===== config.mk =====
export PLATFORM = sky130hd
export DESIGN_NAME = zc_sequencer
export DESIGN_NICKNAME = d
export VERILOG_FILES = /design/src/zc_seq_pkg.sv /design/src/zc_seq_decoder.sv /design/src/zc_seq_counter.sv /design/src/zc_seq_fsm.sv /design/src/zc_seq_emitter.sv /design/src/zc_sequencer.sv
export SDC_FILE = /design/constraint.sdc
export NUM_CORES = 1
export LEC_CHECK = 0
export CORE_UTILIZATION = 30
export CTS_CLUSTER_DIAMETER = 120
export DETAILED_ROUTE_END_ITERATION = 8
export DONT_BUFFER_PORTS = 1
export PLACE_DENSITY = 0.55
export SETUP_SLACK_MARGIN = 0.5
export SLEW_MARGIN = 25
export SYNTH_ARGS = -nofsm -noshare
export SYNTH_HDL_FRONTEND = slang
export SYNTH_HIERARCHICAL = 1
export SYNTH_SLANG_ARGS = --single-unit

===== constraint.sdc =====
create_clock -name clk -period 11.7 [get_ports clk]
set_input_delay 1.755 -clock clk [delete_from_list [all_inputs] [get_ports clk]]
set_output_delay 1.755 -clock clk [all_outputs]
set_load 0.05 [all_outputs]

===== src/zc_seq_pkg.sv =====
// Shared types, constants and helper functions for the Zc push/pop sequencer
// Every sequencer module imports this package inside its body
// Port types in module headers refer to it through scoped names

package zc_seq_pkg;

  //////////////////////////////////////////////////
  // Enumerations
  //////////////////////////////////////////////////

  // Base register set, RV32E only has x0..x15
  typedef enum logic {
    RV32I = 1'b0,
    RV32E = 1'b1
  } rv_base_e;

  // Sequenced instructions recognised by the decoder
  typedef enum logic [2:0] {
    OP_INVALID = 3'd0,
    OP_PUSH    = 3'd1,
    OP_POP     = 3'd2,
    OP_POPRET  = 3'd3,
    OP_POPRETZ = 3'd4,
    OP_MVSA01  = 3'd5,
    OP_MVA01S  = 3'd6
  } seq_op_e;

  // Sequencer FSM states
  typedef enum logic [2:0] {
    S_IDLE  = 3'd0,
    S_PUSH  = 3'd1,
    S_POP   = 3'd2,
    S_DMOVE = 3'd3,
    S_RA    = 3'd4,
    S_SP    = 3'd5,
    S_A0    = 3'd6,
    S_RET   = 3'd7
  } seq_state_e;

  // Beat index within one sequence, longest run is 16 beats
  typedef logic [3:0] seq_cnt_t;

  // Signed I/S-type immediate for stack offsets
  typedef logic signed [11:0] stack_adj_t;

  // Decode result shared by FSM and emitter
  typedef struct packed {
    seq_op_e    op;
    logic [3:0] sregs_saved;
    stack_adj_t total_stack_adj;
    logic [2:0] r1s;
    logic [2:0] r2s;
  } seq_decode_t;

  //////////////////////////////////////////////////
  // RV32 encoding constants
  //////////////////////////////////////////////////

  localparam logic [6:0] OPCODE_LOAD  = 7'h03;
  localparam logic [6:0] OPCODE_STORE = 7'h23;
  localparam logic [6:0] OPCODE_OPIMM = 7'h13;
  localparam logic [6:0] OPCODE_JALR  = 7'h67;

  localparam logic [4:0] REG_ZERO = 5'd0;
  localparam logic [4:0] REG_RA   = 5'd1;
  localparam logic [4:0] REG_SP   = 5'd2;
  localparam logic [4:0] REG_A0   = 5'd10;
  localparam logic [4:0] REG_A1   = 5'd11;

  localparam logic [2:0] FUNCT3_W    = 3'b010;
  localparam logic [2:0] FUNCT3_ADDI = 3'b000;

  // s0/s1 live in x8/x9, s2..s11 in x18..x27
  function automatic logic [4:0] sn_to_regnum(input logic [3:0] sn);
    logic [4:0] regnum;
    if (sn < 4'd2) begin
      regnum = {4'b0100, sn[0]};
    end else begin
      regnum = 5'd16 + {1'b0, sn};
    end
    return regnum;
  endfunction

  // rlist 15 saves s0..s11, skipping the s0..s10 case
  function automatic logic [3:0] sregs_from_rlist(input logic [3:0] rlist);
    logic [3:0] sregs;
    if (rlist == 4'd15) begin
      sregs = 4'd12;
    end else if (rlist >= 4'd4) begin
      sregs = rlist - 4'd4;
    end else begin
      sregs = 4'd0;
    end
    return sregs;
  endfunction

  // Space for the s registers plus ra, rounded up to 16 bytes
  function automatic stack_adj_t stack_adj_base(input logic [3:0] sregs);
    logic [6:0] bytes;
    bytes = {1'b0, sregs + 4'd1, 2'b00};
    bytes = bytes + 7'd15;
    return {5'b00000, bytes[6:4], 4'b0000};
  endfunction

endpackage


===== src/zc_seq_decoder.sv =====
// Combinational decoder for the Zc push/pop and double-move encodings
// Classifies a 16-bit word, applies the RV32I/RV32E legality rules
// and fills the decode struct used by the FSM and the emitter

`timescale 1ns/1ps

module zc_seq_decoder #(
  parameter zc_seq_pkg::rv_base_e ARCH = zc_seq_pkg::RV32I
) (
  input  logic [15:0]             instr_i,
  output zc_seq_pkg::seq_decode_t dec_o
);

  import zc_seq_pkg::*;

  // Instruction fields
  logic [3:0] rlist;
  logic [1:0] spimm;
  logic [2:0] r1s;
  logic [2:0] r2s;

  // Legality and classification
  logic       is_zc_group;
  logic       rlist_legal;
  logic       mva01s_legal;
  logic       mvsa01_legal;
  seq_op_e    op;
  logic [3:0] sregs;

  assign rlist = instr_i[7:4];
  assign spimm = instr_i[3:2];
  assign r1s   = instr_i[9:7];
  assign r2s   = instr_i[4:2];

  // All sequenced instructions sit in quadrant 2 with funct3 101
  assign is_zc_group = (instr_i[1:0] == 2'b10) && (instr_i[15:13] == 3'b101);

  // rlist 0..3 is reserved
  // RV32E has no s2 and up, so rlist stops at 6
  assign rlist_legal = (ARCH == RV32E) ? (rlist >= 4'd4) && (rlist < 4'd7) :
                                         (rlist >= 4'd4);

  // mva01s may read the same s register twice
  assign mva01s_legal = (ARCH == RV32E) ? (r1s < 3'd2) && (r2s < 3'd2) : 1'b1;

  // mvsa01 must write two different s registers
  assign mvsa01_legal = (r1s != r2s) &&
                        ((ARCH == RV32I) || ((r1s < 3'd2) && (r2s < 3'd2)));

  //////////////////////////////////////////////////
  // Opcode classification
  //////////////////////////////////////////////////

  always_comb begin
    op = OP_INVALID;
    if (is_zc_group) begin
      case (instr_i[12:10])
        // Double moves, selected by bits 6:5
        3'b011: begin
          if ((instr_i[6:5] == 2'b11) && mva01s_legal) begin
            op = OP_MVA01S;
          end else if ((instr_i[6:5] == 2'b01) && mvsa01_legal) begin
            op = OP_MVSA01;
          end
        end
        // push and pop
        3'b110: begin
          if ((instr_i[9:8] == 2'b00) && rlist_legal) begin
            op = OP_PUSH;
          end else if ((instr_i[9:8] == 2'b10) && rlist_legal) begin
            op = OP_POP;
          end
        end
        // Returning pops
        3'b111: begin
          if ((instr_i[9:8] == 2'b00) && rlist_legal) begin
            op = OP_POPRETZ;
          end else if ((instr_i[9:8] == 2'b10) && rlist_legal) begin
            op = OP_POPRET;
          end
        end
        default: begin
          op = OP_INVALID;
        end
      endcase
    end
  end

  assign sregs = sregs_from_rlist(rlist);

  // Total adjustment adds spimm blocks of 16 bytes on top of the base
  always_comb begin
    dec_o.op              = op;
    dec_o.sregs_saved     = sregs;
    dec_o.total_stack_adj = stack_adj_base(sregs) + {6'b000000, spimm, 4'b0000};
    dec_o.r1s             = r1s;
    dec_o.r2s             = r2s;
  end

endmodule


===== src/zc_seq_counter.sv =====
// Beat counter for the sequencer
// Counts transferred beats and restarts at zero for the next sequence

`timescale 1ns/1ps

module zc_seq_counter (
  input  logic                 clk,
  input  logic                 rst_n,
  input  logic                 count_inc_i,
  input  logic                 count_clr_i,
  output zc_seq_pkg::seq_cnt_t count_o
);

  import zc_seq_pkg::*;

  seq_cnt_t count_q;

  //////////////////////////////////////////////////
  // Count register
  //////////////////////////////////////////////////

  // Clear wins over increment, so a last beat or kill always restarts at 0
  always_ff @(posedge clk or negedge rst_n) begin
    if (!rst_n) begin
      count_q <= '0;
    end else if (count_clr_i) begin
      count_q <= '0;
    end else if (count_inc_i) begin
      count_q <= count_q + 4'd1;
    end
  end

  assign count_o = count_q;

endmodule


===== src/zc_seq_fsm.sv =====
// Sequencing FSM for the Zc push/pop and double-move expansion
// Drives the valid/ready handshake, the first/last flags and the counter controls
// State advances only on a transferred beat and falls back to idle on kill

`timescale 1ns/1ps

module zc_seq_fsm (
  input  logic                    clk,
  input  logic                    rst_n,
  input  zc_seq_pkg::seq_decode_t dec_i,
  input  zc_seq_pkg::seq_cnt_t    count_i,
  input  logic                    valid_i,
  input  logic                    ready_i,
  input  logic                    kill_i,
  output zc_seq_pkg::seq_state_e  state_o,
  output logic                    valid_o,
  output logic                    ready_o,
  output logic                    first_o,
  output logic                    last_o,
  output logic                    count_inc_o,
  output logic                    count_clr_o
);

  import zc_seq_pkg::*;

  seq_state_e state_q;
  seq_state_e state_d;
  logic       xfer;
  logic       plain_pushpop;
  logic       sregs_done;

  //////////////////////////////////////////////////
  // Handshake
  //////////////////////////////////////////////////

  // Output is offered only for legal words and never while killed
  assign valid_o = valid_i && (dec_i.op != OP_INVALID) && !kill_i;
  assign xfer    = valid_o && ready_i;

  // push and pop end at the sp adjust, the returning pops go on
  assign plain_pushpop = (dec_i.op == OP_PUSH) || (dec_i.op == OP_POP);
  assign sregs_done    = (count_i == dec_i.sregs_saved - 4'd1);

  assign first_o = (state_q == S_IDLE);
  assign last_o  = (state_q == S_DMOVE) || (state_q == S_RET) ||
                   ((state_q == S_SP) && plain_pushpop);

  // Input word is consumed on the last beat, when dropped as illegal, or on kill
  assign ready_o = (xfer && last_o) || !valid_o || kill_i;

  assign count_inc_o = xfer && !last_o;
  assign count_clr_o = (xfer && last_o) || kill_i;

  //////////////////////////////////////////////////
  // Next state
  //////////////////////////////////////////////////

  always_comb begin
    state_d = state_q;
    case (state_q)
      S_IDLE: begin
        if ((dec_i.op == OP_MVSA01) || (dec_i.op == OP_MVA01S)) begin
          state_d = S_DMOVE;
        end else if (dec_i.op != OP_INVALID) begin
          // First beat already handled the top s register or ra
          if (dec_i.sregs_saved > 4'd1) begin
            state_d = (dec_i.op == OP_PUSH) ? S_PUSH : S_POP;
          end else if (dec_i.sregs_saved == 4'd1) begin
            state_d = S_RA;
          end else begin
            state_d = S_SP;
          end
        end
      end
      S_PUSH, S_POP: begin
        if (sregs_done) begin
          state_d = S_RA;
        end
      end
      S_RA:    state_d = S_SP;
      S_SP: begin
        if (dec_i.op == OP_POPRETZ) begin
          state_d = S_A0;
        end else if (dec_i.op == OP_POPRET) begin
          state_d = S_RET;
        end else begin
          state_d = S_IDLE;
        end
      end
      S_A0:    state_d = S_RET;
      S_RET:   state_d = S_IDLE;
      S_DMOVE: state_d = S_IDLE;
      default: state_d = S_IDLE;
    endcase
  end

  // Hold under back-pressure, restart on kill
  always_ff @(posedge clk or negedge rst_n) begin
    if (!rst_n) begin
      state_q <= S_IDLE;
    end else if (kill_i) begin
      state_q <= S_IDLE;
    end else if (xfer) begin
      state_q <= state_d;
    end
  end

  assign state_o = state_q;

endmodule


===== src/zc_seq_emitter.sv =====
// Instruction emitter for the sequencer
// Builds the current 32-bit RV32 word from FSM state, decode result and beat index
// Purely combinational, so the word stays stable while its inputs hold

`timescale 1ns/1ps

module zc_seq_emitter (
  input  zc_seq_pkg::seq_state_e  state_i,
  input  zc_seq_pkg::seq_decode_t dec_i,
  input  zc_seq_pkg::seq_cnt_t    count_i,
  output logic [31:0]             instr_o
);

  import zc_seq_pkg::*;

  logic       is_load;
  logic       is_mvsa;
  logic [3:0] sreg_idx;
  logic [4:0] sreg_num;
  logic [4:0] first_reg;
  logic [4:0] mv_r1;
  logic [4:0] mv_r2;
  stack_adj_t step;
  stack_adj_t offset;

  //////////////////////////////////////////////////
  // Encoding helpers
  //////////////////////////////////////////////////

  // sw rs2, imm(sp)
  function automatic logic [31:0] enc_store(input logic [4:0] rs2, input stack_adj_t imm);
    return {imm[11:5], rs2, REG_SP, FUNCT3_W, imm[4:0], OPCODE_STORE};
  endfunction

  // lw rd, imm(sp)
  function automatic logic [31:0] enc_load(input logic [4:0] rd, input stack_adj_t imm);
    return {imm, REG_SP, FUNCT3_W, rd, OPCODE_LOAD};
  endfunction

  // addi rd, rs1, imm
  function automatic logic [31:0] enc_addi(input logic [4:0] rd, input logic [4:0] rs1,
                                           input stack_adj_t imm);
    return {imm, rs1, FUNCT3_ADDI, rd, OPCODE_OPIMM};
  endfunction

  assign is_load = (dec_i.op == OP_POP) || (dec_i.op == OP_POPRET) ||
                   (dec_i.op == OP_POPRETZ);
  assign is_mvsa = (dec_i.op == OP_MVSA01);

  // s registers go out highest first
  assign sreg_idx  = dec_i.sregs_saved - count_i - 4'd1;
  assign sreg_num  = sn_to_regnum(sreg_idx);
  // With no s registers the first beat already moves ra
  assign first_reg = (dec_i.sregs_saved == 4'd0) ? REG_RA : sreg_num;

  assign mv_r1 = sn_to_regnum({1'b0, dec_i.r1s});
  assign mv_r2 = sn_to_regnum({1'b0, dec_i.r2s});

  // Slots run downward from -4, pops rewind by the total first
  assign step   = {5'b00000, {1'b0, count_i} + 5'd1, 2'b00};
  assign offset = is_load ? dec_i.total_stack_adj - step : -step;

  //////////////////////////////////////////////////
  // Instruction select
  //////////////////////////////////////////////////

  always_comb begin
    instr_o = '0;
    case (state_i)
      S_IDLE: begin
        if (dec_i.op == OP_PUSH) begin
          instr_o = enc_store(first_reg, offset);
        end else if (is_load) begin
          instr_o = enc_load(first_reg, offset);
        end else if (is_mvsa) begin
          instr_o = enc_addi(mv_r1, REG_A0, '0);
        end else if (dec_i.op == OP_MVA01S) begin
          instr_o = enc_addi(REG_A0, mv_r1, '0);
        end
      end
      S_PUSH:  instr_o = enc_store(sreg_num, offset);
      S_POP:   instr_o = enc_load(sreg_num, offset);
      S_RA:    instr_o = is_load ? enc_load(REG_RA, offset) : enc_store(REG_RA, offset);
      S_SP: begin
        // Pops release the frame, push allocates it
        if (is_load) begin
          instr_o = enc_addi(REG_SP, REG_SP, dec_i.total_stack_adj);
        end else begin
          instr_o = enc_addi(REG_SP, REG_SP, -dec_i.total_stack_adj);
        end
      end
      // popretz clears the return value
      S_A0:    instr_o = enc_addi(REG_A0, REG_ZERO, '0);
      // jalr x0, 0(ra)
      S_RET:   instr_o = {12'h000, REG_RA, 3'b000, REG_ZERO, OPCODE_JALR};
      S_DMOVE: instr_o = is_mvsa ? enc_addi(mv_r2, REG_A1, '0) : enc_addi(REG_A1, mv_r2, '0);
      default: instr_o = '0;
    endcase
  end

endmodule


===== src/zc_sequencer.sv =====
// Top level of the Zc push/pop and double-move sequencer
// Takes one 16-bit compressed word and emits its 32-bit expansion beat by beat
// ARCH selects the RV32I or RV32E legality rules

`timescale 1ns/1ps

module zc_sequencer #(
  parameter zc_seq_pkg::rv_base_e ARCH = zc_seq_pkg::RV32I
) (
  input  logic        clk,
  input  logic        rst_n,
  // Compressed input side
  input  logic [15:0] instr_i,
  input  logic        valid_i,
  output logic        ready_o,
  // Expanded output side
  output logic [31:0] instr_o,
  output logic        valid_o,
  input  logic        ready_i,
  output logic        first_o,
  output logic        last_o,
  // Drops the running sequence
  input  logic        kill_i
);

  import zc_seq_pkg::*;

  seq_decode_t dec;
  seq_state_e  state;
  seq_cnt_t    count;
  logic        count_inc;
  logic        count_clr;

  //////////////////////////////////////////////////
  // Decode, control, count and emit
  //////////////////////////////////////////////////

  zc_seq_decoder #(
    .ARCH (ARCH)
  ) i_decoder (
    .instr_i (instr_i),
    .dec_o   (dec)
  );

  zc_seq_fsm i_fsm (
    .clk         (clk),
    .rst_n       (rst_n),
    .dec_i       (dec),
    .count_i     (count),
    .valid_i     (valid_i),
    .ready_i     (ready_i),
    .kill_i      (kill_i),
    .state_o     (state),
    .valid_o     (valid_o),
    .ready_o     (ready_o),
    .first_o     (first_o),
    .last_o      (last_o),
    .count_inc_o (count_inc),
    .count_clr_o (count_clr)
  );

  zc_seq_counter i_counter (
    .clk         (clk),
    .rst_n       (rst_n),
    .count_inc_i (count_inc),
    .count_clr_i (count_clr),
    .count_o     (count)
  );

  zc_seq_emitter i_emitter (
    .state_i (state),
    .dec_i   (dec),
    .count_i (count),
    .instr_o (instr_o)
  );

endmodule


# Word-level counts from Yosys, hierarchy flattened
# Index checks and enable logic that the tools add are counted.
# classes
addsub	15
n_lt_le_gt_ge	5
eq_ne	27
n_mux	36
reduce_logical	31
# op_table
operator	count
one-hot mux 32 bit (8 select lines)	1
two-way mux 32 bit	4
two-way mux 20 bit	2
two-way mux 3 bit	13
equality test 3 bit, second input constant	10
two-way mux 25 bit	1
two-way mux 5 bit	4
one-hot mux 3 bit (6 select lines)	1
two-way mux 4 bit	4
equality test 3 x 2 -> 1 bit, second input constant	5
two-way mux 12 bit	1
negation 7 -> 12 bit	1
negation 8 -> 12 bit	1
adder 5 x 3 -> 5 bit, first input constant	2
logical AND 1 bit	10
logical OR 1 bit	9
one-hot mux 3 bit (3 select lines)	1
subtractor 8 x 7 -> 9 bit	1
adder 4 x 1 -> 4 bit, second input constant	2
adder 7 x 6 -> 8 bit	1
subtractor 4 x 1 -> 4 bit, second input constant	2
adder 6 x 4 -> 7 bit, second input constant	1
equality test 2 bit, second input constant	3
equality test 3 x 1 -> 1 bit, second input constant	2
25 further kinds	32
# word_totals
register_bits	7
wordCells	116

# Depth between registers and ports, before layout
# depth
word_depth	14
mapped_depth	16
depth_no_buf	14

# Hierarchy
# The synthesis kept the hierarchy.
# modules_own_cells
module	instances	cells_per_inst	area_each_um2	seq_area_each_um2
zc_seq_emitter	1	288	1805.5	0.0
zc_seq_fsm	1	62	484.2	75.1
zc_seq_decoder	1	65	480.5	0.0
zc_seq_counter	1	16	192.7	100.1

# Worst setup path after synthesis
# Ideal clock, no wire load.
# synth_timing
kind	input to output
start	input port instr_i[6]
end	output port instr_o[29]
arrival_time_ns	6.231
required_ns	9.945
path_slack_ns	3.714
path_stages	14
cell_sequence	buf_2 and2_1 a21oi_1 ha_1 or4b_1 o21ai_1 a211oi_1 fa_1 xnor2_1 ha_1 or2_2 o22a_1 mux2_2 o21ai_0
# synth_rtl
item	line	source
from (decl)	zc_sequencer.sv:13	input logic [15:0] instr_i,
to (decl)	zc_sequencer.sv:17	output logic [31:0] instr_o,

==> metrics.md <==
| Metric | Value |
|---|---|
| Area of the multi-input gates | `0.00255 mm²` |
| Relative slew slack | `28.6%` |
| Die H | `101 µm` |
| First-pass GRT wire length | `14400 µm` |
| Port bufs | `0` |
| FMAX | `0.128 GHz` |
| Met1 Use GR | `22.9%` |
| Pin count of the biggest net entering global routing | `31` |
| Starting density of the core | `31.5%` |
| Pwr dens | `40.5 mW/mm²` |
| Reg clk slew, reported paths | `40 ps` |
| NumNets Final | `451` |
| Kind of critical path | `in -> out` |
| Ranking of synthesized cells by area | `ha_1 (7.2%), dfrtp_1 (5.9%), xor2_1 (5.9%)` |
| Synthesized area | `0.00296 mm²` |
| Async S/R FF share, synth | `100%` |
| Area grow syn2layout | `3.55%` |
| Initial DRC Count | `224` |
| M2 GR Usage | `29.7%` |
| Sequential cell area | `175 µm²` |
| Worst path arrival time | `6060 ps` |
| Number of synthesized register bits | `7` |
| Setup ws final | `3890 ps` |
| Total grt overflow | `0` |
| R2R Path End | `i_counter/count_o[3]` |
| Die ar. | `0.0103 mm²` |
| Final worst path period need | `7810 ps` |
| FF-to-FF setup slack | `9420 ps` |
| Compound-cell area share of the yosys netlist | `31.0%` |
| GRT busiest layer | `met2` |
| PostCTS Resize Cnt | `0` |
| First-pass detailed-route iteration total | `5` |
| Clk root buf | `clkbuf_8` |
| Hold Fails Final Rpt | `0` |
| Post-synthesis sequential area ratio | `5.91%` |
| I/O pin cnt | `57` |
| Crit path max fanout | `11` |
| Post-detail-place hpwl | `6650 µm` |
| Combinational family with the most area after synthesis | `compound AO/OA/AOI/OAI gates` |
| Post-CTS setup buffers | `0` |
| Total number of vias | `3090` |
| Final GP Congestion | `0.869` |
| Synth top area share | `7.18%` |
| Setup slack at placement | `3920 ps` |
| Setup TNS | `0 ps` |
| Synth area leader | `ha_1` |
| Hold Buf Count CTS | `0` |
| Origin of the critical flop-to-flop path | `i_fsm/state_o[1]` |
| Slowest stage delay, CP | `750 ps` |
| Slew Limit Fails | `0` |
| Crit-path cells | `and2_1 -> a21oi_1 -> ha_1 -> or4b_1 -> o21ai_1 -> a211oi_1 -> fa_1 -> xnor2_1 -> ha_1 -> or2_2 -> o22a_1 -> mux2_2 -> o21ai_1` |
| Routed wire length per instance | `16.2 µm` |
| Critical path depth | `13` |
| Antenna diodes | `0` |
| Worst EP required | `9950 ps` |
| Worst VDD drop | `0.0487 mV` |
| EDFF count, synth | `0` |
| CTS tree | `done` |
| CTS H-tree lvls | `1` |
| Status | `complete, no violations` |
| Clock Sink Count | `7` |
| Synth warn | `6` |
| Die W | `101 µm` |
| Post-Synth Simple-Gate Area | `29.4%` |
| GR Layer Usage met3 | `1.86%` |
| Initial antenna violation count | `0` |
| Critical path capture point type | `output port` |
| Mux contribution to synthesized area | `2.24%` |
| Share of cells above drive strength 1 | `9.78%` |
| Final cycle utilization of the critical path | `66.8%` |
| Final WL | `8720 µm` |
| Worst Max-Slew Pin Slew | `1090 ps` |
| Core Box Area | `0.00942 mm²` |
| Filler instances | `1020` |
| Worst skew pair latency | `220 ps` |
| Synth Area in Adders | `9.59%` |
| DRT antenna net count | `0` |
| Final routed DRC violation total | `0` |
| RSZ-0062 raised after global routing | `no` |
| Synth Instances | `431` |
| Post-synth cell types | `77` |
| CP Buf/Inv Count | `0` |
| Xor/xnor cell area share of the yosys netlist | `10.3%` |
| Hold Path Class | `reg -> reg` |
| Maxcap violations | `0` |
| Vias in the first global route | `2961` |
| CP max stage cell | `o21ai_1` |
| Final setup viols | `0` |
| Crit-path leading delay family | `compound AO/OA/AOI/OAI gates` |
| Vias per cell | `5.74` |
| Clock Path Buffers | `2` |
| Final Skew | `3.73 ps` |
| Rows | `35` |
| Ys flop type | `dfrtp_1` |
| CP Launch Point | `instr_i[6]` |
| R2R depth | `6` |
| Syn_area_per_cell | `6.87 µm²` |
| GRT Overall Usage | `17.1%` |
| CTS Buf Count | `3` |
| Startpoint types | `input port` |
| Worst setup endpoint | `instr_o[29]` |
| P_leak | `0.00119 µW` |
[layout make-up]
type,instances,area share (%)
multi-input cells,370,83.2
flip-flops and latches,7,5.71
well taps,129,5.26
inverters,20,2.45
repair buffers,8,1.96
clock buffers,4,1.47
[registers in the layout, indices dropped and copies added (netlist names)]
register           flops
i_fsm/state_o          3
i_counter/count_o      4
[where the power goes]
| part | internal, µW | switching [µW] |
|---|---|---|
| clock network | 23.6 | 10.4 |
| logic | 24.8 | 41.0 |
| registers | 24.3 | 0.0252 |
[tightest hold or removal path: stages, from the launching register on]
cell     delay, ps
dfrtp_1        480
mux2i_1        170
nor2_1          50
[cell families (layout without fill, tap and decap cells)]
| group | after synthesis | count (layout) |
|---|---|---|
| fa+ha+maj | 21 | 21 |
| mux | 6 | 6 |
| xor+xnor | 35 | 35 |
| compound gates | 132 | 132 |
| buf+inv | 63 | 32 |
| simple gates | 165 | 165 |
| other cells | 2 | 11 |
| flops | 7 | 7 |
[worst min path at each step]
stage / from / endpoint / cells past startpoint
2_1_floorplan: i_counter/count_o[2] / i_counter/count_o[2] / 2
3_3_place_gp: i_counter/count_o[1] / i_counter/count_o[1] / 2
3_5_place_dp: i_counter/count_o[1] / i_counter/count_o[1] / 2
4_1_cts: i_counter/count_o[1] / i_counter/count_o[1] / 2
5_1_grt: i_counter/count_o[1] / i_counter/count_o[1] / 2
6_report: i_counter/count_o[1] / i_counter/count_o[1] / 2
[metal layers]
metal | share of wire [%] | vias to the layer above | routed length (µm)
li1 | - | 1512 | -
met1 | 46 | 1471 | 4020
met2 | 47 | 96 | 4140
met3 | 5.3 | 11 | 464
met4 | 1.1 | 0 | 95
met5 | 0 | - | 0
[cells in the final DEF (no fill, tap or decap), types with 5 or more instances in the layout]
cell,instances
a211oi_1,7
a21oi_1,29
buf_4,8
conb_1,11
dfrtp_1,7
ha_1,17
inv_1,20
nand2_1,37
nand2b_1,5
nand3_1,10
nand4_1,6
nor2_1,42
nor2b_1,10
nor3_1,13
nor3b_1,5
nor4_1,7
o21ai_0,28
o21ai_1,5
o31ai_1,6
xnor2_1,15
xor2_1,20
[cell usage after synthesis (3+ instances only)]
cell type  instances
nor2_1            43
nand2_1           37
o21ai_0           32
a21oi_1           29
buf_4             20
inv_1             20
xor2_1            20
ha_1              17
xnor2_1           15
nor3_1            13
buf_2             12
nand3_1           10
nor2b_1           10
clkbuf_1           8
o31ai_1            8
a211oi_1           7
dfrtp_1            7
nor4_1             7
nand4_1            6
a31oi_1            5
nand2b_1           5
nor3b_1            5
and2_1             4
mux2i_1            4
nand3b_1           4
o211ai_1           4
o221ai_1           4
o22ai_1            4
a21o_1             3
a32o_1             3
and3_1             3
fa_1               3
o21bai_1           3
[metrics by stage]
step / area [µm²] / utilization [%] / std cells / total power (µW) / hold slack [ps]
after floorplan: 3000 / - / 440 / 83.5 / 577
after global placement: 2980 / 31.6 / 533 / 87.1 / 732
after detailed placement: 3010 / 32.0 / 534 / 88.0 / 728
after CTS: 3060 / 32.5 / 538 / 123 / 737
after global routing: 3070 / 32.6 / 538 / 133 / 781
final: 3070 / 32.6 / 538 / 124 / 731
No activity file was read; power rests on OpenSTA's default activity.
